<file path="src/hw/msx_types_pkg.sv">
package msx_types_pkg;

   typedef enum logic [7:0] {
      mapper_unused     = 8'd0,
      mapper_offset     = 8'd1,
      mapper_ascii8     = 8'd2,
      mapper_ascii16    = 8'd3,
      mapper_konami     = 8'd4,
      mapper_konami_scc = 8'd5,
      mapper_ram        = 8'd6
   } mapper_t;

   typedef enum logic [7:0] {
      device_none   = 8'd0,
      device_fm_pac = 8'd1,
      device_scc    = 8'd2,
      device_scc2   = 8'd3,
      device_opl3   = 8'd4
   } device_t;

   typedef enum logic [1:0] {msx1, msx2, msx2p, msx_tr} msx_typ_t;

   typedef struct packed {
      mapper_t    mapper;
      device_t    device;
      logic [3:0] ref_ram;      // Index into the lookup table
      logic [1:0] offset_ram;   // 16 KB page inside the block
   } slot_entry_t;

   typedef slot_entry_t [3:0] slot_row_t;

   typedef struct packed {
      logic [26:0] addr;
      logic [15:0] size;        // In 16 KB units
      logic        ro;
   } lookup_ram_t;

   typedef struct packed {
      logic [3:0] slot_expander_en;
      msx_typ_t   msx_typ;
   } bios_config_t;

   typedef struct packed {
      logic [3:0] subslot;
      logic [7:0] mode;         // 2 bits per page
      logic [7:0] param;
      mapper_t    mapper;
      device_t    device;
      logic [3:0] ref_ram;
   } slot_cmd_t;

   typedef struct packed {
      logic        wr;
      slot_entry_t entry;
   } page_update_t;

   localparam slot_entry_t slot_entry_empty = '{
      mapper:     mapper_unused,
      device:     device_none,
      ref_ram:    4'd0,
      offset_ram: 2'd0
   };

endpackage

</file>
<file path="src/hw/slot_table.sv">
`timescale 1ns/1ps

module slot_table
   import msx_types_pkg::*;
(
   input  logic         clk,
   input  logic         rst_n,
   input  logic         slot_clear,
   input  logic         slot_store,
   input  logic [3:0]   subslot,
   input  page_update_t updates [4],
   output slot_row_t    row,
   output slot_entry_t  slot_layout [64]
);

   slot_row_t rows [16];

   assign row = rows[subslot];

   always_ff @(posedge clk) begin
      if (!rst_n || slot_clear) begin
         for (int s = 0; s < 16; s++) begin
            rows[s] <= {4{slot_entry_empty}};
         end
      end else if (slot_store) begin
         for (int p = 0; p < 4; p++) begin
            if (updates[p].wr) rows[subslot][p] <= updates[p].entry;
         end
      end
   end

   // Flat view indexed by {subslot, page}
   for (genvar s = 0; s < 16; s++) begin : g_sub
      for (genvar p = 0; p < 4; p++) begin : g_page
         assign slot_layout[s*4+p] = rows[s][p];
      end
   end

endmodule

</file>
<file path="config.mk">
export PLATFORM = sky130hd
export DESIGN_NAME = slot_table
export DESIGN_NICKNAME = d
export VERILOG_FILES = /design/src/hw/msx_types_pkg.sv /design/src/hw/slot_table.sv
export SDC_FILE = /design/constraint.sdc
export NUM_CORES = 2
export LEC_CHECK = 0
export ABC_CLOCK_PERIOD_IN_PS = 4750
export BUFFER_PORTS_ARGS = -buffer_cell sky130_fd_sc_hd__buf_2
export CAP_MARGIN = 20
export CORE_AREA = 5 5 627 629
export CTS_CLUSTER_DIAMETER = 150
export DETAILED_ROUTE_END_ITERATION = 6
export DIE_AREA = 0 0 632 634
export GPL_TIMING_DRIVEN = 0
export PLACE_DENSITY = 0.3
export SYNTH_ARGS = -nofsm -noshare
export SYNTH_HDL_FRONTEND = slang
export SYNTH_SLANG_ARGS = --single-unit
</file>
<file path="constraint.sdc">
create_clock -name clk -period 4.75 [get_ports clk]
set_input_delay 0.7125 -clock clk [delete_from_list [all_inputs] [get_ports clk]]
set_output_delay 0.7125 -clock clk [all_outputs]
set_load 0.01 [all_outputs]
</file>
# Word-level counts from Yosys, hierarchy flattened
# Memories as Yosys holds them, arrays and structs flattened.
# Cells that the tools add are included.
# word_totals
out_inout_bits	1496
wordCells	25
mem_count	1
input_bits	100
register_bits	0
ram_bits	1408
# mem_list
memory	words	word_bits	rd	rd_ports_with_merged_regs	write_ports	line_no	source
rows	16	88	17	0	16	slot_table.sv:16	slot_row_t rows [16];
# op_classes
n_reduce_logical	3
muxes	21
# op_table
cell	n
2-to-1 mux 88 bit	1
OR reduction 88 bit	1
2-to-1 mux 1 bit	18
2-to-1 mux 4 bit	2
zero test 1 bit	1
logical OR 1 bit	1

# Logic depth before layout (Yosys ltp)
# depth
ltp_word	6
depth_mapped	8
mapped_depth_nobuf	3

# Least setup slack after synthesis
# Ideal clock, no wire load.
# synth_path
path_type	input -> register
from	in subslot[0]
to	mem rows[0][0] (netlist name), enable pin
stages	7
setup_slack_ns	1.101
arrival_ns	3.217
t_required_ns	4.318
setup_time_ns	0.432
n_path_buf	4
cell_sequence	buf_6 > buf_6 > buf_2 > nor2_1 > nand2_1 > clkbuf_1 > o21ai_0
# synth_lines
element	line_no	source
from (decl)	slot_table.sv:10	input logic [3:0] subslot,
to (decl)	slot_table.sv:16	

==> summary.txt <==
===============================================================================================
Utilization after layout                                                                  21.6%
Width of the chip                                                                        632 um
# Post-CTS Setup Buffers                                                                      0
Post-layout net count                                                                      6016
Area enclosed by the die boundary                                                   401000 um^2
Clock tree sinks                                                                           1408
Cts bufs inserted                                                                           186
Most repeated cell in the gate-level netlist after synthesis                           edfxtp_1
Overflow left after global routing                                                            0
Count of flip-flops with a built-in enable after synthesis                                 1408
Total Routing Usage GR                                                                    23.0%
Die height                                                                               634 um
Proportion of synthesized flip-flops having asynchronous set or reset                        0%
Syn-to-layout area delta                                                                  39.5%
Number of cells on the critical path                                                          8
Ports                                                                                      1596
Power after layout                                                                      33.4 mW
Capturing element type of the critical path                                        primary output
Hold violation total from the final report                                                    0
Detailed-route via count                                                                  47.9k
Routed wire length                                                                    481000 um
Number of nets still failing antenna checks after routing                                     0
Most used standard cells in the synthesized netlist                                edfxtp_1, nor2_1, mux4_2
Max cap viols                                                                                 0
Worst Max-Slew Pin Slew                                                                 1.23 ns
Effective utilization at floorplan                                                        15.5%
Largest fanout on the critical path                                                          10
Layout cells sized above 1                                                                42.3%
Cell area after placement                                                            77800 um^2
Initial drt markers                                                                        4606
Count of buffer and inverter cells on the critical path                                       5
Outcome                                                                               completed
Unrepaired setup endpoints after global routing                                              no
Share of synthesized area occupied by flip-flops and latches                              70.4%
Number of global-route vias before repair                                                 47.4k
Critical path's largest stage delay                                                     0.86 ns
Maximum number of pins on one net before global-route repair                                 23
Power density over the cells                                                        398 nW/um^2
Count of unresolved DRC violations after routing                                              0
Clock tree from TritonCTS                                                                   yes
H-tree depth                                                                                  4
Largest register by flop count                                                             rows
Synth cell types                                                                             20
Synth top area share                                                                      70.4%
Number of buffers inserted by port buffering                                               1591
Count of state elements after synthesis                                                    1408
Rows                                                                                        229
Maximum clock frequency                                                               0.218 GHz
WP data arrival                                                                         3.87 ns
Clock input transition at the sequential cells of the worst setup and hold paths        0.05 ns
Total leakage power                                                                     32.3 nW
Warnings from Yosys                                                                           0
Worst Setup Start Kind                                                             primary input
Required time worst endpoint                                                            4.04 ns
Clk root buf                                                                          clkbuf_16
Post-detailed-placement half-perimeter wirelength                                     392000 um
Post-layout instance area                                                            83800 um^2
Largest vdd supply drop                                                                0.294 mV
Category of cells accounting for the largest share of critical-path delay          buffers and inverters
Wire length per cell                                                                    42.6 um
Worst hold path depth                                                                         2
Crit Path Class                                                                          in2out
Last weighted congestion value of the routability-driven placer                           0.850
Largest registers                                                                   rows (1408)
Main flop type after synthesis                                                         edfxtp_1
Number of buffers between clock root and the deepest sink                                     4
Max stage delay cell, worst path                                                          buf_1
Number of detailed-routing iterations run before antenna repair                               5
Worst relative slew slack                                                                 17.8%
Avg Inst Size Synth                                                                   15.0 um^2
Global-route wire length before repair                                                593000 um
CP Cell Sequence                                                                   buf_2 -> nor2b_1 -> buf_2 -> buf_1 -> clkbuf_1 -> a22oi_1 -> nand2_1 -> buf_2
Antenna violations before repair                                                            120
Number of setup violations in the final report                                                0
Final critical delay including setup and external delays                                4.58 ns
Count of hold buffers inserted by post-cts repair                                             0
Floorplan Core Area                                                                 387000 um^2
Number of flip-flops under the largest register name                                       1408
Kind of path behind the tightest hold check                                              in2reg
Syn Nets                                                                                   4108
Most repeated library cell on the critical path                                           buf_2
Share of the clock period used by the worst path                                          96.5%
Cell count after synthesis                                                                 4008
Drt via density                                                                            4.24
Resized Gates After CTS                                                                       3
Cells taking the most area after synthesis                                         edfxtp_1, mux4_2, nor2_1
Netlist Area Pre-Place                                                               60000 um^2
Sum of negative setup slack                                                                0 ns
Cell taking the most area after synthesis                                              edfxtp_1
Slew Limit Fails                                                                              0
===============================================================================================
-- power by group --
group | switching, mW | internal (mW)
logic | 2.93 | 1.30
registers | 0.594 | 14.3
clock network | 6.14 | 8.06
-- per-layer routing --
layer  vias to the layer above  wire length, um  global-route usage [%]
met5                         -              299                       0
met4                        44            14900                    6.02
met3                       536            35100                    5.68
met2                      2489           242000                    40.6
met1                     26100           189000                    27.9
li1                      18700                -                       -
-- cell usage in the layout, fill, tap and decap left out, drive strengths merged --
cell,netlist,layout
a22oi,176,176
and2,111,111
and4b,4,4
buf,165,1885
bufinv,0,15
clkbuf,222,437
clkinv,0,97
clkinvlp,0,1
diode,0,25
edfxtp,1408,1408
inv,0,6
mux4,352,352
nand2,187,187
nand3,4,4
nand4b,3,3
nand4bb,1,1
nor2,1305,1305
nor2b,5,5
o21ai,64,64
or4b,1,1
-- kinds of logic (layout without fill, tap and decap cells) --
logic type / after synthesis / in the layout / share of synthesized area, %
compound gates: 240 / 240 / 2.73
simple gates: 1621 / 1621 / 10.7
mux: 352 / 352 / 13.2
flops: 1408 / 1408 / 70.4
other cells: 0 / 25 / 0
buf+inv: 387 / 2441 / 2.89
-- per-stage QoR --
step	setup WS [ns]	hold slack (ns)	std cells
6_report	0.168	0.138	11300
5_1_grt	0.0778	0.0812	11300
4_1_cts	0.0408	0.0538	11300
3_5_place_dp	-0.136	1.01	10900
3_3_place_gp	-5.66	1.01	10800
2_1_floorplan	1.10	0.911	4008
-- area by class of cell --
type	count	area, um^2
fill	41800	304000
clock inverter	119	1070
timing repair buffer	1720	10500
antenna	25	62.6
sequential	1408	42300
tap	5197	6500
multi-input combinational	2213	16700
clock buffer	215	4810
buffer	387	1800
-- final timing paths --
check	start	endpoint
setup / recovery	subslot[2]	row[68]
hold / removal	updates[77]	rows[4][8]$_SDFFCE_PN0P_
(Power assumes the default switching activity.)
