===== config.mk =====
export PLATFORM = sky130hd
export DESIGN_NAME = page_entry_builder
export DESIGN_NICKNAME = d
export VERILOG_FILES = /design/src/hw/msx_types_pkg.sv /design/src/hw/page_entry_builder.sv
export SDC_FILE = /design/constraint.sdc
export NUM_CORES = 1
export LEC_CHECK = 0
export BUFFER_PORTS_ARGS = -buffer_cell sky130_fd_sc_hd__buf_2
export CAP_MARGIN = 15
export CORE_AREA = 4 4 58 60
export DETAILED_ROUTE_END_ITERATION = 6
export DIE_AREA = 0 0 62 64
export PLACE_DENSITY = 0.85
export SYNTH_ARGS = -nofsm -noshare
export SYNTH_HDL_FRONTEND = slang
export SYNTH_SLANG_ARGS = --single-unit

===== constraint.sdc =====
create_clock -name vclk -period 2.2
set_clock_uncertainty 0.2 [all_clocks]
set_input_delay 0.22 -clock vclk [all_inputs]
set_output_delay 0.22 -clock vclk [all_outputs]
set_load 0.02 [all_outputs]

===== src/hw/msx_types_pkg.sv =====
package msx_types_pkg;

   typedef enum logic [7:0] {
      mapper_unused     = 8'd0,
      mapper_offset     = 8'd1,
      mapper_ascii8     = 8'd2,
      mapper_ascii16    = 8'd3,
      mapper_konami     = 8'd4,
      mapper_konami_scc = 8'd5,
      mapper_ram        = 8'd6
   } mapper_t;

   typedef enum logic [7:0] {
      device_none   = 8'd0,
      device_fm_pac = 8'd1,
      device_scc    = 8'd2,
      device_scc2   = 8'd3,
      device_opl3   = 8'd4
   } device_t;

   typedef enum logic [1:0] {msx1, msx2, msx2p, msx_tr} msx_typ_t;

   typedef struct packed {
      mapper_t    mapper;
      device_t    device;
      logic [3:0] ref_ram;      // Index into the lookup table
      logic [1:0] offset_ram;   // 16 KB page inside the block
   } slot_entry_t;

   typedef slot_entry_t [3:0] slot_row_t;

   typedef struct packed {
      logic [26:0] addr;
      logic [15:0] size;        // In 16 KB units
      logic        ro;
   } lookup_ram_t;

   typedef struct packed {
      logic [3:0] slot_expander_en;
      msx_typ_t   msx_typ;
   } bios_config_t;

   typedef struct packed {
      logic [3:0] subslot;
      logic [7:0] mode;         // 2 bits per page
      logic [7:0] param;
      mapper_t    mapper;
      device_t    device;
      logic [3:0] ref_ram;
   } slot_cmd_t;

   typedef struct packed {
      logic        wr;
      slot_entry_t entry;
   } page_update_t;

   localparam slot_entry_t slot_entry_empty = '{
      mapper:     mapper_unused,
      device:     device_none,
      ref_ram:    4'd0,
      offset_ram: 2'd0
   };

endpackage


===== src/hw/page_entry_builder.sv =====
`timescale 1ns/1ps

module page_entry_builder
   import msx_types_pkg::*;
#(
   parameter int page = 0
) (
   input  slot_cmd_t    slot_cmd,
   input  slot_row_t    row,
   output page_update_t update
);

   logic [1:0]  mode;
   logic [1:0]  param;
   slot_entry_t src;

   assign mode  = slot_cmd.mode[2*page+1 -: 2];
   assign param = slot_cmd.param[2*page+1 -: 2];
   assign src   = row[param];                      // Old value before this store

   always_comb begin
      update.wr    = mode != 2'd0;
      update.entry = src;
      case (mode)
         2'd1: update.entry.device = device_none;   // Mirror of another page
         2'd2: begin
            update.entry.mapper     = slot_cmd.mapper;
            update.entry.device     = slot_cmd.device;
            update.entry.ref_ram    = slot_cmd.ref_ram;
            update.entry.offset_ram = param;
         end
         2'd3: begin
            update.entry.mapper     = mapper_unused;
            update.entry.device     = slot_cmd.device;
            update.entry.ref_ram    = slot_cmd.ref_ram;
            update.entry.offset_ram = param;
         end
         default: ;
      endcase
   end

endmodule


# Word level (Yosys, flattened, before mapping)

Cells that the tools add are included.

Add/sub/neg operators: 0
Multiply operators: 0
Div/mod/pow operators: 0
$lt $le $gt $ge: 1
Eq/ne operators: 3
Shifts and indexed selects: 0
Multiplexer cells: 5
Bitwise operators: 0
Reduce and logical (&&, ||, !) cells: 2

Operators by type and width:

| operator           | number |
|---|---|
| $bmux 22 s2        | 1 |
| $pmux 8 s2         | 2 |
| $mux 22            | 1 |
| $mux 6             | 1 |
| $eq 2x2->1 const B | 2 |
| $lt 2x3->1 const B | 1 |
| $eq 2x1->1 const B | 1 |
| $reduce_bool 2->1  | 1 |
| $reduce_or 2->1    | 1 |

Flip-flop bits (word level): 0
Bits in latches: 0
Memory bits (writable): 0
Memory bits (read-only): 0
Bits of input ports: 128
Logic and storage cells: 11
Memories: 0

# Logic depth before layout (Yosys ltp)

Gate-level depths: netlist (run 1).

Word-level depth: 3
Depth in mapped cells: 5
Depth with buffers taken out: 3

# Worst setup path after synthesis (run 1)

OpenSTA, ideal clock, no wires.

Path kind: in2out
Start: in slot_cmd[20] (netlist name)
End: out update[0] (netlist name)
Data arrival time: 1416 ps
Data required time: 1780 ps
Path slack: 364 ps
Stages: 5
Path buffers: 3
Path through: buf_6 buf_12 or2_2 buf_2 o21ai_0

RTL lines:

| what               | RTL line                 | RTL |
|---|---|---|
| start: declaration | page_entry_builder.sv:8  | `input slot_cmd_t slot_cmd,` |
| end: declaration   | page_entry_builder.sv:10 | `output page_update_t update` |

==> results of run 1 <==
-- cell usage after synthesis (3+ instances only) --
cell type  count  area share
mux2i_1       18        0.22
a22o_1         8       0.084
nand2_1        8       0.036
o221ai_1       8       0.084
mux2_2         6       0.081
mux4_1         6        0.19
mux4_2         6        0.16
buf_2          5       0.030
clkbuf_1       3       0.014
o21ai_0        3       0.018
-- kinds of logic (layout without fill, tap and decap cells) --
logic type	count (synthesis)	count (layout)
AOI/OAI and AO/OA	20	20
buffers and inverters	12	141
muxes	36	36
and+or+nand+nor	12	12
-- through the flow --
step | worst slack (ns) | instances | total power, mW | hold slack, ns | cell area [µm²]
4_1_cts | 0.149 | 242 | 0.333 | 0.573 | 1520
5_1_grt | 0.0556 | 242 | 0.359 | 0.599 | 1520
6_report | 0.187 | 242 | 0.329 | 0.572 | 1520
2_1_floorplan | 0.364 | 80 | 0.186 | 0.431 | 832
3_3_place_gp | 0.173 | 242 | 0.322 | 0.564 | 1520
3_5_place_dp | 0.151 | 242 | 0.332 | 0.572 | 1520
-- final timing paths --
kind | start | end | cells past startpoint
min | slot_cmd[16] | update[18] | 4
max | slot_cmd[20] | update[5] | 4
-- critical path: stages --
cell	delay [ns]
buf_2	0.32
mux4_1	0.62
mux2_2	0.27
buf_2	0.16
-- placed cells by master (no fill, tap or decap), drive strengths merged --
master,instances
mux2i,18
nand2,8
o221ai,8
nor2b,1
nor2,1
mux4,12
or2b,1
inv,1
buf,140
o31ai,1
mux2,6
or2,1
o21ai,3
a22o,8
-- per-layer routing --
metal  wire length (µm)  vias up  global-route usage
li1                   -      598                   -
met1               1270      609               0.180
met2               1980       71               0.341
met3                407        0              0.0323
met4                  0        0              0.0159
met5                  0        -                   0
-- power by group --
part / switching (mW) / internal, mW / total [mW]
Combinational: 0.151 / 0.178 / 0.329
Clock: 0 / 0 / 0
Sequential: 0 / 0 / 0
Total: 0.151 / 0.178 / 0.329
-- layout make-up --
type / instances / area (µm²) / share of cell area
repair buffers: 140 / 713 / 0.471
well taps: 33 / 41.3 / 0.0273
multi-input cells: 68 / 757 / 0.500
inverters: 1 / 3.75 / 0.00248
==> impl_metrics.tcl, run 1 <==
set metrics [dict create \
    antenna_found_initial 0 \
    syn_to_final_growth_pct 82.1 \
    grt_pass1_wl_um 5380 \
    drc 0 \
    netlist_instances 80 \
    synth_compound_area_frac 0.195 \
    synthSimpleGateAreaFrac 0.0647 \
    tightest_slew_ns 0.645 \
    drt-total-wl_um 3670 \
    dr_total_vias 1278 \
    wire_per_inst_um 15.1 \
    n_antenna_cell 0 \
    fin_util 0.518 \
    dieHeight_um 64 \
    regArea_um2 0 \
    fill_cells 299 \
    io_buffers 135 \
    viasPerCell 5.28 \
    critical_path_class "in -> out" \
    setup_viol_count_final 0 \
    crit_required_ns 1.78 \
    finalCritPeriodShare 0.915 \
    std_cell_rows 20 \
    drive_above_1_share 0.732 \
    syn_area_um2 832 \
    io_pins 151 \
    min_path_type "in -> out" \
    die_x_um 62 \
    coreArea_mm2 0.00293 \
    yosys_warnings 0 \
    drtIter0Drc 84 \
    antenna_left 0 \
    irDropWorstVdd_uv 142 \
    hpwl_um 3220 \
    hold_buffers 0 \
    grtUsageTotal 0.171 \
    start_util 0.284 \
    powerDensity_mw_per_mm2 217 \
    cp_max_fo 15 \
    yosysUniqueCellTypes 19 \
    postCtsSetupBuffers 0 \
    die_area_mm2 0.00397 \
    grt_overflow_total 0 \
    synth_adder_area_share 0 \
    grt_pass1_vias 1316 \
    leakagePower_nw 0.869 \
    drv_slew 0 \
    period_minus_slack_ns 2.01 \
    grt_max_degree 23 \
    setup_tns_ns 0 \
    cp-start-kind "primary input" \
    cap_violations 0 \
    synth_top_family_by_area "multiplexers" \
    synth_mux_area_frac 0.650 \
    synth-xor-area-share 0 \
    fmax_mhz 497 \
    seq_cells 0 \
    syn_avg_cell_area_um2 10.4 \
    crit_arrival_ns 1.59 \
    gp_congestion 0.703 \
    rsz0062_at_grt "false" \
    status "finished, final reports clean" \
    ys_seq_area_frac 0 \
    nNetsFinal 339 \
    dr.pass1.iters 4 \
    final_hold_viol_count 0 \
    setup.worst_path.end_class "output port" \
    nClkBuffers 0 \
    mappedNetlistNets 208 \
    cts.repair.resized 0 \
    max-slew-margin-rel 0.568 \
]
Note: power is estimated with default switching activity, not from simulation.
==> run 2: changes to the inputs <==
--- a/config.mk
+++ b/config.mk
@@ -5,11 +5,12 @@
 export SDC_FILE = /design/constraint.sdc
 export NUM_CORES = 1
 export LEC_CHECK = 0
+export ABC_AREA = 1
 export BUFFER_PORTS_ARGS = -buffer_cell sky130_fd_sc_hd__buf_2
 export CAP_MARGIN = 15
-export CORE_AREA = 4 4 58 60
+export CORE_AREA = 4 4 61 63
 export DETAILED_ROUTE_END_ITERATION = 6
-export DIE_AREA = 0 0 62 64
+export DIE_AREA = 0 0 65 67
 export PLACE_DENSITY = 0.85
 export SYNTH_ARGS = -nofsm -noshare
 export SYNTH_HDL_FRONTEND = slang
==> constraint.sdc (replaced) <==
create_clock -name vclk -period 2.2
set_clock_uncertainty 0.2 [all_clocks]
set_input_delay 0.22 -clock vclk [all_inputs]
set_output_delay 0.22 -clock vclk [all_outputs]
set_load 0.01 [all_outputs]
==> run 2 against run 1 <==
Effect of this change:
- global-route usage grew 2.0 points
- non-clock buffer count shrank 1
- count of clock-buffer cells in the layout is the same
- total power shrank 2.1%
- largest power group unchanged
- combinational power shrank 2%
- worst setup slack gained 0.34 ns
==> impl_metrics.tcl, run 2 <==
set metrics [dict create \
    status "finished, final reports clean" \
    syn_to_final_growth_pct 59.5 \
    cap_violations 0 \
    dr.pass1.iters 4 \
    holdWs_ns 0.520 \
    design_area_mm2 0.00170 \
    fill_cells 379 \
    report.power.total_mw 0.322 \
    synth_adder_area_share 0 \
    synth_most_common_cell "nand2_1" \
    rsz0062_at_grt "false" \
    setup_viol_count_final 0 \
    antenna_left 0 \
    nNetsFinal 493 \
    std_cell_rows 21 \
    min_path_type "in -> out" \
    final_hold_viol_count 0 \
    drv_slew 0 \
    synth_top_area_cell "nand2_1" \
    die_x_um 65 \
    grt_overflow_total 0 \
    dieHeight_um 67 \
    synth_area_leaders "nand2_1 (48%), nand3_1 (27%), inv_1 (6.7%), buf_6 (6.3%), buf_4 (3.5%)" \
    synth_compound_area_frac 0.0141 \
    coreArea_mm2 0.00323 \
    layout_common_cells "nand2_1 (135), buf_2 (135), nand3_1 (58), inv_1 (19)" \
    max-slew-margin-rel 0.707 \
    grt_max_degree 44 \
    antenna_found_initial 0 \
    seq_cells 0 \
    grt_pass1_wl_um 6940 \
    fin_util 0.525 \
    critical_path_class "in -> out" \
    synthTopCellsByCount "nand2_1 (135), nand3_1 (58), inv_1 (19), buf_6 (6)" \
    powerDensity_mw_per_mm2 190 \
    n_antenna_cell 0 \
    syn_avg_cell_area_um2 4.44 \
    nClkBuffers 0 \
    fmax_mhz 598 \
    grt_pass1_vias 1668 \
    gp_congestion 0.699 \
    netlist_instances 240 \
    drtIter0Drc 69 \
    multi_input_area_um2 851 \
    ys_seq_area_frac 0 \
    drc 0 \
    synthSimpleGateAreaFrac 0.785 \
    postCtsSetupBuffers 0 \
    synth_mux_area_frac 0 \
    placed_cell_area_mm2 0.00170 \
    hold_buffers 0 \
    syn_area_mm2 0.00106 \
    mappedNetlistNets 368 \
    wire_per_inst_um 10.8 \
    drive_above_1_share 0.397 \
    synth-xor-area-share 0 \
    drt-total-wl_um 4410 \
    grtUsageTotal 0.191 \
    yosysTopAreaCellShare 0.476 \
    regArea_um2 0 \
    crit_required_ns 1.78 \
    dr_total_vias 1882 \
    leakagePower_nw 1.15 \
    cp-start-kind "primary input" \
    irDropWorstVdd_uv 87.8 \
    viasPerCell 4.60 \
    period_minus_slack_ns 1.67 \
    crit_arrival_ns 1.25 \
    hpwl_um 3510 \
    start_util 0.329 \
    cts.repair.resized 0 \
    io_pins 151 \
    setup_tns_ns 0 \
    finalCritPeriodShare 0.760 \
    tightest_slew_ns 0.439 \
    cp_max_fo 16 \
    io_buffers 135 \
    yosysUniqueCellTypes 15 \
    setup.worst_path.end_class "output port" \
    yosys_warnings 0 \
    die_area_mm2 0.00436 \
    synth_top_family_by_area "simple AND/OR/NAND/NOR gates" \
]
run 2: changes by cell type after synthesis, sizes merged, moves of 6 or more:
cell    delta
a22o       -8
buf        +8
inv       +20
mux2       -6
mux2i     -18
mux4      -12
nand2    +128
nand3     +58
o221ai     -8
run 2: critical path, stage by stage:
cell and delay, ns:
buf_2 0.28, inv_2 0.22, nor2_4 0.24, nand2_1 0.08, nand2_1 0.07, buf_2 0.12
run 2: path summary, 6_finish.rpt:
check	end	depth (start not counted)	slack, ns	start
worst min-delay path	update[4]	4	0.52	slot_cmd[2]
worst max-delay path	update[19]	6	0.53	slot_cmd[29]
run 2: final cells by class:
cell class / count / share of cell area
inverter: 21 / 0.0494
multi-input combinational: 203 / 0.501
timing repair buffer: 139 / 0.416
tap: 46 / 0.0339
run 2: kinds of logic (layout without fill, tap and decap cells):
logic type,Yosys count,count (layout)
AO/OA/AOI/OAI,3,3
buffers and inverters,37,160
AND/OR/NAND/NOR,200,200
run 2: through the flow:
| step | worst slack (ns) | cells |
|---|---|---|
| floorplan | 0.949 | 240 |
| global placement | 0.526 | 409 |
| detailed placement | 0.506 | 409 |
| CTS | 0.500 | 409 |
| global route | 0.378 | 409 |
| finish | 0.528 | 409 |
run 2: routing by layer:
| metal | vias up | global-route usage | share of wire |
|---|---|---|---|
| met1 | 813 | 0.229 | 0.40 |
| met3 | 0 | 0.0185 | 0.093 |
| met4 | 0 | 0 | 0 |
| met5 | - | 0 | 0 |
| li1 | 990 | - | - |
| met2 | 79 | 0.382 | 0.51 |
run 2: power breakdown:
group	switching, mW	leakage (nW)	internal, mW
logic	0.168	1.15	0.154
registers	0	0	0
clock network	0	0	0
