`src/hw/upload_pkg.sv`:
```
package upload_pkg;

   localparam int ddr_addr_w   = 28;
   localparam int ram_addr_w   = 27;
   localparam int ioctl_addr_w = 27;
   localparam int len_w        = 25;      // Up to 2047 blocks of 16 KB
   localparam int header_len   = 16;
   localparam int block_shift  = 14;      // 16 KB unit
   localparam int kbd_body_len = 'h200;
   localparam int config_index = 1;

   localparam logic [ram_addr_w-1:0] ram_start = '0;
   localparam logic [23:0] record_magic = "MSX";

   // Byte positions inside a record header
   localparam int hdr_typ     = 3;        // Type high nibble, subslot low
   localparam int hdr_data_id = 4;        // BIOS config byte in config records
   localparam int hdr_size_hi = 5;
   localparam int hdr_size_lo = 6;
   localparam int hdr_device  = 7;
   localparam int hdr_mapper  = 8;
   localparam int hdr_mode    = 9;
   localparam int hdr_param   = 10;

   typedef enum logic [3:0] {
      cfg_slot_internal = 4'd3,
      cfg_kbd_layout    = 4'd4,
      cfg_config        = 4'd5
   } config_typ_t;

   typedef enum logic [7:0] {
      rom_none = 8'd0,
      rom_rom  = 8'd1,
      rom_ram  = 8'd2,
      rom_fw   = 8'd3
   } data_id_t;

endpackage

```
`src/hw/block_loader.sv`:
```
`timescale 1ns/1ps

module block_loader
   import upload_pkg::*;
(
   input  logic                  clk,
   input  logic                  rst_n,
   input  logic                  load_start,
   input  logic [ddr_addr_w-1:0] load_addr,
   input  logic [len_w-1:0]      load_len,
   input  logic                  load_pattern,
   input  logic [ram_addr_w-1:0] ram_base,
   output logic                  busy,
   output logic                  done,
   output logic [ddr_addr_w-1:0] ddr3_addr,
   output logic                  ddr3_rd,
   input  logic [7:0]            ddr3_dout,
   input  logic                  ddr3_ready,
   output logic [ram_addr_w-1:0] ram_addr,
   output logic [7:0]            ram_din,
   output logic                  ram_ce,
   output logic                  ram_rq,
   input  logic                  ram_ready
);

   typedef enum logic [1:0] {ld_idle, ld_fetch, ld_write} ld_state_t;

   ld_state_t        state;
   logic [len_w-1:0] remain;
   logic             pattern;
   logic [7:0]       data_q;

   assign busy    = state != ld_idle;
   assign ram_rq  = busy;
   assign ram_ce  = state == ld_write && ram_ready;
   assign ram_din = !pattern ? data_q :
                    (ram_addr[8] == ram_addr[1]) ? 8'hff : 8'h00;   // RAM stripe

   always_ff @(posedge clk) begin
      done <= 1'b0;
      if (!rst_n) begin
         state    <= ld_idle;
         ddr3_rd  <= 1'b0;
         ram_addr <= ram_base;
      end else begin
         case (state)
            ld_idle: if (load_start) begin
               state     <= ld_fetch;
               ddr3_addr <= load_addr;
               ddr3_rd   <= !load_pattern;
               remain    <= load_len;
               pattern   <= load_pattern;
            end
            ld_fetch: begin
               if (pattern) begin
                  state <= ld_write;
               end else if (ddr3_ready) begin
                  if (ddr3_rd) begin
                     ddr3_rd   <= 1'b0;
                     ddr3_addr <= ddr3_addr + 1'b1;
                  end else begin
                     data_q <= ddr3_dout;
                     state  <= ld_write;
                  end
               end
            end
            ld_write: if (ram_ready) begin
               ram_addr <= ram_addr + 1'b1;
               remain   <= remain - 1'b1;
               if (remain == len_w'(1)) begin
                  done  <= 1'b1;
                  state <= ld_idle;
               end else begin
                  state   <= ld_fetch;
                  ddr3_rd <= !pattern;
               end
            end
            default: state <= ld_idle;
         endcase
      end
   end

   a_ce_pulse: assert property (@(posedge clk) disable iff (!rst_n) ram_ce |=> !ram_ce);

endmodule

```
`config.mk`:
```
export PLATFORM = sky130hd
export DESIGN_NAME = block_loader
export DESIGN_NICKNAME = d
export VERILOG_FILES = /design/src/hw/upload_pkg.sv /design/src/hw/block_loader.sv
export SDC_FILE = /design/constraint.sdc
export NUM_CORES = 1
export LEC_CHECK = 0
export BUFFER_PORTS_ARGS = -buffer_cell sky130_fd_sc_hd__buf_2
export CAP_MARGIN = 20
export CELL_PAD_IN_SITES_DETAIL_PLACEMENT = 0
export CELL_PAD_IN_SITES_GLOBAL_PLACEMENT = 1
export CORE_ASPECT_RATIO = 2
export CORE_MARGIN = 3
export CORE_UTILIZATION = 31
export DETAILED_ROUTE_END_ITERATION = 16
export GPL_ROUTABILITY_DRIVEN = 0
export PLACE_DENSITY = 0.78
export SLEW_MARGIN = 15
export SYNTH_ARGS = -nofsm -noshare
export SYNTH_HDL_FRONTEND = slang
export SYNTH_SLANG_ARGS = --single-unit
```
`constraint.sdc`:
```
create_clock -name clk -period 2.6 [get_ports clk]
set_input_delay 0.26 -clock clk [delete_from_list [all_inputs] [get_ports clk]]
set_output_delay 0.26 -clock clk [all_outputs]
set_load 0.02 [all_outputs]
```
Word-level counts from Yosys, hierarchy flattened --
Cells that the tools add are included.
Word-level totals: register bits after elaboration 93, input bits 94, output and inout bits 68, logic and storage cells 70
Cells by class: add/sub/neg operators 3, equality and inequality tests 14, multiplexer cells 27, bitwise operators 2, reduce and logical (&&, ||, !) cells 16
Operators by type and width (count):
- 28-bit 2-to-1 mux | 4
- 27-bit 2-to-1 mux | 3
- 28-bit case mux with 2 select lines | 1
- 25-bit 2-to-1 mux | 2
- 25-bit case mux with 2 select lines | 1
- 28-bit by 1-bit adder with 28-bit output (second input constant) | 1
- 27-bit by 1-bit adder with 27-bit output (second input constant) | 1
- 25-bit by 1-bit == test with 1-bit output (second input constant) | 1
- 25-bit by 1-bit subtractor with 25-bit output (second input constant) | 1
- 8-bit 2-to-1 mux | 2
- 2-bit != test (second input constant) | 6
- 6-bit AND reduction | 2
- 2-bit 2-to-1 mux | 5
- 4-bit AND reduction | 2
- 1-bit 2-to-1 mux | 7
- 3-bit != test (second input constant) | 2
- 2-bit case mux with 3 select lines | 1
- 3-bit AND reduction | 2
- 2-bit nonzero test | 3
- 5-bit AND reduction | 1
- 2-bit by 1-bit != test with 1-bit output (second input constant) | 2
- 1-bit case mux with 3 select lines | 1
- 3-bit nonzero test | 1
- 2-bit by 1-bit == test with 1-bit output (second input constant) | 1
- 7 further kinds | 9

Depth between registers and ports, before layout --
Gate-level depths: netlist of run 1.
depth in word-level cells 5, gate-level depth with buffers 8, depth with buffers taken out 7

Worst setup path after synthesis of run 1 --
Ideal clock, no wire load.
kind reg2reg, from register state[1], to register ddr3_addr[0], enable pin, setup time 416 ps, data arrival time 2466 ps, slack -282 ps, stages on the path, launching flop included 8, path through dfxtp_1 inv_1 ha_1 clkbuf_1 clkbuf_1 nand2_1 o22ai_1 nor2b_1
Between the ends: cells in the longest elaborated chain, start to end 3
RTL lines:
- start, declared | line block_loader.sv:28 | ld_state_t state;
- start signal, assigned | line block_loader.sv:42 | state <= ld_idle;
- start signal, assigned | line block_loader.sv:48 | state <= ld_fetch;
- start signal, assigned | line block_loader.sv:56 | state <= ld_write;
- 2-bit by 1-bit == test with 1-bit output / 2-bit zero test (equally long branches) | line block_loader.sv:46 | case (state)
- 2-bit != test (no line) / 2-bit nonzero test (equally long branches)
- 6-bit AND reduction (no line) *
- end signal, assigned | line block_loader.sv:49 | ddr3_addr <= load_addr;
- end signal, assigned | line block_loader.sv:60 | ddr3_addr <= ddr3_addr + 1'b1;
- end, declared | line block_loader.sv:15 | output logic [ddr_addr_w-1:0] ddr3_addr,
Every way passes the cells marked *; elsewhere a longest branch is shown, timed or not. A chain may end at the register's enable or synchronous reset.

Final worst setup path of run 1 --
from register remain[17], to register remain[24] (data pin)
Between the ends: cells in the longest elaborated chain, start to end 3
RTL lines:
- start, declared | line block_loader.sv:29 | logic [len_w-1:0] remain;
- start signal, assigned | line block_loader.sv:51 | remain <= load_len;
- start signal, assigned | line block_loader.sv:69 | remain <= remain - 1'b1;
- 25-bit by 1-bit subtractor with 25-bit output | line block_loader.sv:69
- 25-bit 2-to-1 mux | line block_loader.sv:67 | ld_write: if (ram_ready) begin
- 25-bit case mux with 2 select lines | line block_loader.sv:46
No other way between the ends. The select of a mux whose other input is x is not followed.

==> flow_summary.yaml, run 1 <==
clock_tree:
  cts_buffers: 9
  clk_latency_ns: 0.34
  clk_transition_reported_paths_ns: 0.07
  h-tree-depth: 3
  clockBufferDepth: 2
  cts_tree: "built"
  cts_hold_buf: 0
  cts_root_buf: "clkbuf_16"
  clock-sinks: 93
worst_setup_path:
  cp_slowest_stage_delay_ns: 0.54
  arrival_ns: 2.67
  cp-end-kind: "flop"
  required_ns: 2.79
  slowest_stage: "or4_4"
  crit_fanout: 5
  cp_cell_sequence: "or4_4, or3_4, or4_1, or3_1, a31oi_1"
  cp-start-kind: "flop"
  path_class: "flop to flop"
synth:
  synthSimpleGateAreaFrac: 0.205
  synth_top_family_by_area: "simple AND/OR/NAND/NOR gates"
  syn_inst: 546
  ys.flop_type: "edfxtp_1"
  yosys-mux-area-fraction: 0.0157
  ys_types: 39
  ys_warn_count: 0
  synth.top_cell.area_share: 0.502
  synthTopCellsByArea: "edfxtp_1 (50%), a21oi_1 (6.7%), xnor2_1 (6.6%)"
  syn_area_sq_um: 5330
  synth_edf_count: 89
  synth-compound-area-share: 0.0919
  yosys_register_bits: 93
  synth.largest_area_cell: "edfxtp_1"
  avgSynthCellArea_sq_um: 9.75
  syn-num-nets: 648
  synth-xor-area-share: 0.118
  async_flop_share: 0
  synthAdderAreaFrac: 0.0188
  yosysSeqAreaShare: 0.517
floorplanning:
  die_x_um: 98.7
  num_io_pins: 162
  dieHeight_um: 191
  rows: 67
  core-area_sq_um: 16800
  die_area_sq_um: 18900
  start_util: 0.318
finish:
  seqCellArea_sq_um: 2750
  n_antenna_cell: 0
  syn2layout_area_growth_pct: 26.3
  multi_input_area_sq_um: 2400
  layout-drive-gt1-share: 0.283
  nNetsFinal: 811
  nFillCells: 1750
  final_cells: 921
hold_path:
  hp-class: "primary input to flop"
pwr:
  p_leak_nw: 2.57
  p_per_area_nw_per_um2: 850
  ir_drop_mv: 0.486
grt:
  grt_pass1_wl_um: 22700
  grt_util_all_layers: 0.152
  overflow: 0
  grt_pass1_vias: 4567
  antenna_found_initial: 1
  grt_max_degree: 61
routing:
  vias: 4477
  route.detailed.drc: 0
  postRouteAntennaNets: 0
  wire_per_inst_um: 15.7
  drt_wl_total_um: 14400
  drtIter0Drc: 89
  vias_per_cell: 4.86
  dr.pass1.iters: 4
placement:
  dpl.cell_count: 905
  post-dp-hpwl_um: 11100
  port-buffer-count: 161
  preCtsSetupSlack_ns: 0.127
status:
  status: "finished, final reports clean"
sta:
  setup_viol: 0
  worst_slew_pin_slew_ns: 0.594
  setup_tns_ns: 0
  slew_headroom: 0.604
  slew_violations: 0
  timing.fmax_mhz: 404
  setup_slack_ns: 0.123
  hold_viol: 0
  rsz0062_at_grt: "false"
  finalCriticalPeriod_ns: 2.48
  fin_crit_sh: 0.953
  skew_ns: 0.00840
job:
  cap_violations: 0
-- worst max-delay path, delay by kind of cell (launching register included) --
kind	cells	cell delay, ns
compound gates	1	0.16
flops	1	0.44
simple gates	4	1.74
-- flip-flops by register name, indices dropped and copies added, names as in the netlist --
signal / cells
done: 1
ddr3_addr: 28
ram_addr: 27
state: 2
ddr3_rd: 1
pattern: 1
remain: 25
data_q: 8
-- timing repair --
| item | 4_1_cts | 5_1_grt |
|---|---|---|
| buffers inserted | 0 | 0 |
| endpoints found under the setup margin | 0 | 1 |
| resized for setup | 0 | 0 |
-- layout make-up --
type / count / share of cell area
Sequential cell: 93 / 0.409
Multi-Input combinational cell: 407 / 0.357
Timing Repair Buffer: 177 / 0.140
Tap cell: 207 / 0.0385
Clock buffer: 10 / 0.0340
Inverter: 21 / 0.0117
Clock inverter: 6 / 0.00949
-- layer usage --
metal / track usage / up-vias / share of wire
met5: 0 / - / 0.00049
met4: 0.0547 / 2 / 0.020
met3: 0.0285 / 15 / 0.048
met2: 0.309 / 113 / 0.59
met1: 0.147 / 2063 / 0.35
li1: - / 2284 / -
-- path summary, 6_finish.rpt --
check | start | end | slack [ns] | cells past startpoint
worst max-delay path | remain[17]$_DFFE_PP_ | remain[24]$_DFFE_PP_ | 0.12 | 5
worst min-delay path | ddr3_dout[1] | data_q[1]$_DFFE_PP_ | 0.09 | 1
worst max register to register | remain[17]$_DFFE_PP_ | remain[24]$_DFFE_PP_ | 0.12 | 5
worst min register to register | ddr3_rd$_SDFFE_PN0P_ | ddr3_rd$_SDFFE_PN0P_ | 0.53 | 2
-- cell families (layout without fill, tap and decap cells) --
group | count (synthesis) | in the layout
xor+xnor | 72 | 72
flops | 93 | 93
mux | 8 | 8
fa+ha+maj | 8 | 8
buf+inv | 46 | 214
simple gates | 226 | 226
compound gates | 93 | 93
-- cell usage in the layout (no fill, tap or decap), types with 2 or more instances in the layout --
| cell | Yosys | routed |
|---|---|---|
| inv_1 | 21 | 21 |
| a31oi_1 | 3 | 3 |
| nand2_1 | 25 | 25 |
| o21ai_0 | 12 | 12 |
| clkinvlp_4 | 0 | 2 |
| ha_1 | 8 | 7 |
| clkinv_2 | 0 | 2 |
| nand4_1 | 11 | 11 |
| nor4_1 | 12 | 12 |
| nand3_1 | 30 | 30 |
| nand4b_1 | 2 | 2 |
| buf_4 | 1 | 15 |
| nor2_1 | 92 | 91 |
| and4_1 | 5 | 5 |
| mux2_2 | 3 | 3 |
| or3_1 | 2 | 2 |
| and3_1 | 12 | 12 |
| edfxtp_1 | 89 | 89 |
| buf_2 | 0 | 161 |
| xor2_1 | 32 | 32 |
| xnor2_1 | 40 | 40 |
| a21oi_1 | 71 | 71 |
| o31ai_1 | 2 | 2 |
| nor3_1 | 20 | 20 |
| mux2i_1 | 5 | 5 |
| clkbuf_16 | 0 | 9 |
| dfxtp_1 | 4 | 4 |
| or4_1 | 2 | 2 |
| and2_1 | 3 | 3 |
| nand2b_1 | 3 | 3 |
-- Yosys cell counts, types with 2 or more instances --
| library cell | number |
|---|---|
| a21oi_1 | 71 |
| a31oi_1 | 3 |
| and2_1 | 3 |
| and3_1 | 12 |
| and4_1 | 5 |
| buf_1 | 2 |
| clkbuf_1 | 22 |
| dfxtp_1 | 4 |
| edfxtp_1 | 89 |
| ha_1 | 8 |
| inv_1 | 21 |
| mux2_2 | 3 |
| mux2i_1 | 5 |
| nand2_1 | 25 |
| nand2b_1 | 3 |
| nand3_1 | 30 |
| nand4_1 | 11 |
| nand4b_1 | 2 |
| nor2_1 | 92 |
| nor2b_1 | 2 |
| nor3_1 | 20 |
| nor4_1 | 12 |
| o21ai_0 | 12 |
| o31ai_1 | 2 |
| or3_1 | 2 |
| or4_1 | 2 |
| xnor2_1 | 40 |
| xor2_1 | 32 |
-- where the power goes --
group	switching [mW]	leakage (nW)	total, mW	internal (mW)
clock network	0.574	0.138	1.32	0.745
logic	1.19	1.57	1.91	0.721
registers	0.342	0.865	2.49	2.14
-- metrics by stage --
| step | hold slack [ns] | utilization | instance area [sq um] | power [mW] |
|---|---|---|---|---|
| after global placement | 0.437 | 0.384 | 6430 | 4.44 |
| after CTS | 0.0701 | 0.401 | 6730 | 5.83 |
| after detailed placement | 0.439 | 0.384 | 6430 | 4.47 |
| after global routing | 0.0734 | 0.401 | 6730 | 6.09 |
| final | 0.0921 | 0.401 | 6730 | 5.72 |
| after floorplan | 0.359 | - | 5330 | 3.78 |
(Power assumes the default switching activity.)
==> inputs of run 2 (changes only) <==
--- a/config.mk
+++ b/config.mk
@@ -15,6 +15,7 @@
 export DETAILED_ROUTE_END_ITERATION = 16
 export GPL_ROUTABILITY_DRIVEN = 0
 export PLACE_DENSITY = 0.78
+export RECOVER_POWER = 100
 export SLEW_MARGIN = 15
 export SYNTH_ARGS = -nofsm -noshare
 export SYNTH_HDL_FRONTEND = slang
==> run 2 against run 1 <==
- global-route usage did not move
- power fell by 1.5%
- worst setup slack barely moved
- count of clock-buffer cells in the layout did not move
- non-clock buffer count did not move
- cell area fell by 2.0%
- utilization fell by 0.81 points
- first-iteration DRC count rose by 9.0%
- via count barely moved
- die area did not move
- critical path depth did not move
- register-to-register slack barely moved
==> flow_summary.yaml, run 2 (synthesis gave the netlist of run 1 again) <==
clock_tree:
  cts_resized: 0
  cts_setup_buffers: 0
  cts_buffers: 9
  clockBufferDepth: 2
  h-tree-depth: 3
  clk_transition_reported_paths_ns: 0.07
  cts_root_buf: "clkbuf_16"
  cts_hold_buf: 0
  cts_tree: "built"
  clk_latency_ns: 0.34
  clock-sinks: 93
finish:
  layout-drive-gt1-share: 0.176
  seqCellArea_sq_um: 2750
  n_antenna_cell: 0
  largest_reg_flops: 28
  largest_register: "ddr3_addr"
  nNetsFinal: 811
  nFillCells: 1773
  final_cells: 921
  top_regs: "ddr3_addr (28), ram_addr (27), remain (25)"
  syn2layout_area_growth_pct: 23.7
  multi_input_area_sq_um: 2400
  final_cell_mix: "nor2_1 (92), buf_2 (92), edfxtp_1 (89)"
sta:
  setup_tns_ns: 0
  finalCriticalPeriod_ns: 2.48
  hold_viol: 0
  slew_headroom: 0.233
  skew_ns: 0.00796
  fin_crit_sh: 0.953
  timing.fmax_mhz: 404
  slew_violations: 0
  rsz0062_at_grt: "false"
  setup_viol: 0
  worst_slew_pin_slew_ns: 1.15
  holdWs_ns: 0.0930
routing:
  drtIter0Drc: 97
  postRouteAntennaNets: 0
  wire_per_inst_um: 15.7
  route.detailed.drc: 0
  vias: 4480
  dr.pass1.iters: 6
  vias_per_cell: 4.86
  drt_wl_total_um: 14500
hold_path:
  hp-class: "primary input to flop"
  hold_end: "data_q[1]$_DFFE_PP_"
  min_path_cells: 1
  hp-start: "ddr3_dout[1]"
floorplanning:
  die_x_um: 98.7
  die_area_sq_um: 18900
  dieHeight_um: 191
  start_util: 0.318
  num_io_pins: 162
  rows: 67
  core-area_sq_um: 16800
worst_setup_path:
  cp_top_family: "simple AND/OR/NAND/NOR gates"
  cp-start-kind: "flop"
  arrival_ns: 2.67
  rr_worst_depth: 5
  path_class: "flop to flop"
  cp_cell_sequence: "or4_4, or3_4, or4_1, or3_1, a31oi_1"
  crit_fanout: 5
  cp_slowest_stage_delay_ns: 0.54
  worst-path-buf-inv: 0
  reg2reg_slack_ns: 0.12
  required_ns: 2.79
  timing.rr.end: "remain[24]$_DFFE_PP_"
  slowest_stage: "or4_4"
  cp-end-kind: "flop"
  rr_startpoint: "remain[17]$_DFFE_PP_"
grt:
  grt_max_degree: 61
  antenna_found_initial: 1
  grt_pass1_vias: 4567
  grt_pass1_wl_um: 22700
  overflow: 0
  grt_util_all_layers: 0.152
placement:
  post-dp-hpwl_um: 11100
  port-buffer-count: 161
  dpl.cell_count: 905
pwr:
  power.internal_mw: 3.52
  p_sw_frac: 0.375
  sequentialPowerShare: 0.443
  power_frac_comb: 0.323
  p_leak_nw: 2.36
  ir_drop_mv: 0.468
  p_switching_mw: 2.11
  p_clk_frac: 0.234
  p_per_area_nw_per_um2: 855
job:
  cap_violations: 0
status:
  status: "finished, final reports clean"
[run 2: how the worst max path moves through the flow]
stage | from | to | slack, ns | cells past startpoint
2_1_floorplan | state[0]$_SDFFE_PN0P_ | remain[0]$_DFFE_PP_ | 0.02 | 6
3_3_place_gp | remain[17]$_DFFE_PP_ | remain[24]$_DFFE_PP_ | 0.14 | 5
3_5_place_dp | remain[17]$_DFFE_PP_ | remain[24]$_DFFE_PP_ | 0.13 | 5
4_1_cts | remain[17]$_DFFE_PP_ | remain[24]$_DFFE_PP_ | 0.11 | 5
5_1_grt | remain[17]$_DFFE_PP_ | remain[24]$_DFFE_PP_ | 0.007 | 5
6_report | remain[17]$_DFFE_PP_ | remain[24]$_DFFE_PP_ | 0.12 | 5
[run 2: cell type report]
type | count | share of cell area
clock buffer | 10 | 0.0348
clock inverter | 6 | 0.00968
inverter | 21 | 0.0120
multi-input combinational | 407 | 0.364
sequential | 93 | 0.418
tap | 207 | 0.0393
timing repair buffer | 177 | 0.123
[run 2: power by group through the flow]
stage	logic, mW	registers, mW	clock network [mW]
2_1_floorplan	1.11	2.67	0
3_5_place_dp	1.95	2.52	0
4_1_cts	1.96	2.49	1.38
3_3_place_gp	1.94	2.50	0
6_report	1.82	2.50	1.32
5_1_grt	2.03	2.55	1.42
[run 2: per-layer routing]
metal,track usage,routed length [um],part of all wire
met5,0,7,0.00048
met4,0.0547,284,0.020
met3,0.0285,659,0.046
met2,0.309,8470,0.59
met1,0.147,5050,0.35
[run 2: per-stage QoR]
| step | instance area [sq um] | utilization | worst slack [ns] | total power, mW |
|---|---|---|---|---|
| 2_1_floorplan | 5330 | - | 0.0191 | 3.78 |
| 3_3_place_gp | 6430 | 0.384 | 0.139 | 4.44 |
| 3_5_place_dp | 6430 | 0.384 | 0.127 | 4.47 |
| 4_1_cts | 6730 | 0.401 | 0.108 | 5.83 |
| 5_1_grt | 6590 | 0.393 | 0.00714 | 6.01 |
| 6_report | 6590 | 0.393 | 0.122 | 5.63 |
==> inputs of run 3 (changes only) <==
--- a/config.mk
+++ b/config.mk
@@ -16,6 +16,7 @@
 export GPL_ROUTABILITY_DRIVEN = 0
 export PLACE_DENSITY = 0.78
 export RECOVER_POWER = 100
+export REMOVE_ABC_BUFFERS = 1
 export SLEW_MARGIN = 15
 export SYNTH_ARGS = -nofsm -noshare
 export SYNTH_HDL_FRONTEND = slang
==> run 3 against run 2 <==
- routed wire length increased by 0.73%
- combinational power hardly changed
- critical path depth is the same
- critical endpoint unchanged
- cell area grew 0.42%
- critical path type unchanged
- final cell count increased by 0.65%
==> flow_summary.yaml, run 3 (synthesis gave the netlist of run 1 again) <==
status:
  status: "finished, final reports clean"
floorplanning:
  start_util: 0.318
  die_area_sq_um: 18900
  rows: 67
  core-area_sq_um: 16800
  num_io_pins: 162
  die_x_um: 98.7
  dieHeight_um: 191
grt:
  grt_pass1_wl_um: 22700
  antenna_found_initial: 3
  grt_util_all_layers: 0.153
  overflow: 0
  grt_pass1_vias: 4653
  grt_max_degree: 42
routing:
  vias: 4597
  route.detailed.drc: 0
  vias_per_cell: 4.96
  dr.pass1.iters: 4
  postRouteAntennaNets: 0
  drtIter0Drc: 120
  wire_per_inst_um: 15.7
  drt_wl_total_um: 14600
finish:
  layout-drive-gt1-share: 0.175
  top_regs: "ddr3_addr (28), ram_addr (27), remain (25)"
  nFillCells: 1787
  largest_reg_flops: 28
  nNetsFinal: 815
  final_common_cell: "buf_2"
  syn2layout_area_growth_pct: 24.2
  final_cells: 927
  largest_register: "ddr3_addr"
  final_cell_mix: "buf_2 (92), nor2_1 (91), edfxtp_1 (89)"
sta:
  skew_ns: 0.00850
  setup_slack_ns: 0.124
  worst_slew_pin_slew_ns: 1.46
  timing.fmax_mhz: 404
  slew_headroom: 0.0283
  holdWs_ns: 0.0932
  slew_violations: 0
  setup_viol: 0
  finalCriticalPeriod_ns: 2.48
  fin_crit_sh: 0.952
  rsz0062_at_grt: "false"
  hold_viol: 0
hold_path:
  hp-start: "ddr3_dout[7]"
  hold_end: "data_q[7]$_DFFE_PP_"
  hp-class: "primary input to flop"
  min_path_cells: 1
clock_tree:
  clockBufferDepth: 2
  clk_transition_reported_paths_ns: 0.06
  clock-sinks: 93
  cts_setup_buffers: 0
  cts_hold_buf: 0
  clk_latency_ns: 0.34
  cts_resized: 0
  cts_buffers: 9
  cts_root_buf: "clkbuf_16"
  cts_tree: "built"
  h-tree-depth: 3
pwr:
  p_per_area_nw_per_um2: 852
  p_leak_nw: 2.37
  ir_drop_mv: 0.388
  finalPower_mw: 5.64
worst_setup_path:
  path_class: "flop to flop"
  cp_cell_sequence: "or4_4, or3_4, or4_1, or3_1, a31oi_1"
  slowest_stage: "or4_4"
  timing.rr.end: "remain[24]$_DFFE_PP_"
  crit_fanout: 5
  cp-end-kind: "flop"
  rr_startpoint: "remain[17]$_DFFE_PP_"
  cp-start-kind: "flop"
  cp_slowest_stage_delay_ns: 0.57
  required_ns: 2.79
  startpoint: "remain[17]$_DFFE_PP_"
  rr_worst_depth: 5
  arrival_ns: 2.67
  reg2reg_slack_ns: 0.12
placement:
  post-dp-hpwl_um: 11300
  preCtsSetupSlack_ns: 0.147
  port-buffer-count: 161
  dpl.cell_count: 909
job:
  cap_violations: 0
==> run 3: changes by cell type in the layout (fill, tap and decap cells not counted), moves of 2 or more <==
cell / delta
clkbuf_1: +6
clkinvlp_4: -2
diode_2: +2
clkinv_2: -2
==> run 3: how the worst max path moves through the flow <==
stage                                   endpoint  slack, ns
after floorplan           ddr3_addr[0]$_DFFE_PP_      -0.87
after global placement      remain[24]$_DFFE_PP_       0.14
after detailed placement    remain[24]$_DFFE_PP_       0.15
after CTS                   remain[24]$_DFFE_PP_       0.12
after global routing        remain[10]$_DFFE_PP_       0.03
final                       remain[24]$_DFFE_PP_       0.12
==> run 3: cell type report <==
class / count / area [sq um] / area share
flip-flops and latches: 93 / 2750 / 0.416
multi-input cells: 407 / 2400 / 0.363
repair buffers: 181 / 832 / 0.126
well taps: 207 / 259 / 0.0391
clock buffers: 15 / 258 / 0.0390
inverters: 21 / 78.8 / 0.0119
clock inverters: 1 / 30.0 / 0.00454
diodes: 2 / 5.00 / 0.000756
==> run 3: power by group <==
group	switching (mW)	internal, mW
Combinational	1.19	0.637
Clock	0.541	0.775
Sequential	0.341	2.15
Total	2.08	3.56
==> run 3: layer usage <==
metal	share of wire	routed length (um)	track usage	vias to the layer above
met3	0.052	752	0.0354	20
li1	-	-	-	2295
met1	0.35	5160	0.146	2161
met2	0.57	8300	0.305	119
met5	0.00089	13	0	-
met4	0.024	344	0.0631	2
==> run 3: critical path: cells and delay by family (launching register included) <==
kind	cells	cell delay [ns]
flip-flops	1	0.44
AO/OA/AOI/OAI	1	0.15
AND/OR/NAND/NOR	4	1.73
==> run 3: metrics by stage <==
stage | TNS [ns] | utilization | area (sq um)
2_1_floorplan | -42.72 | - | 5230
3_3_place_gp | 0 | 0.385 | 6450
3_5_place_dp | 0 | 0.385 | 6450
4_1_cts | 0 | 0.402 | 6740
5_1_grt | 0 | 0.394 | 6610
6_report | 0 | 0.395 | 6620
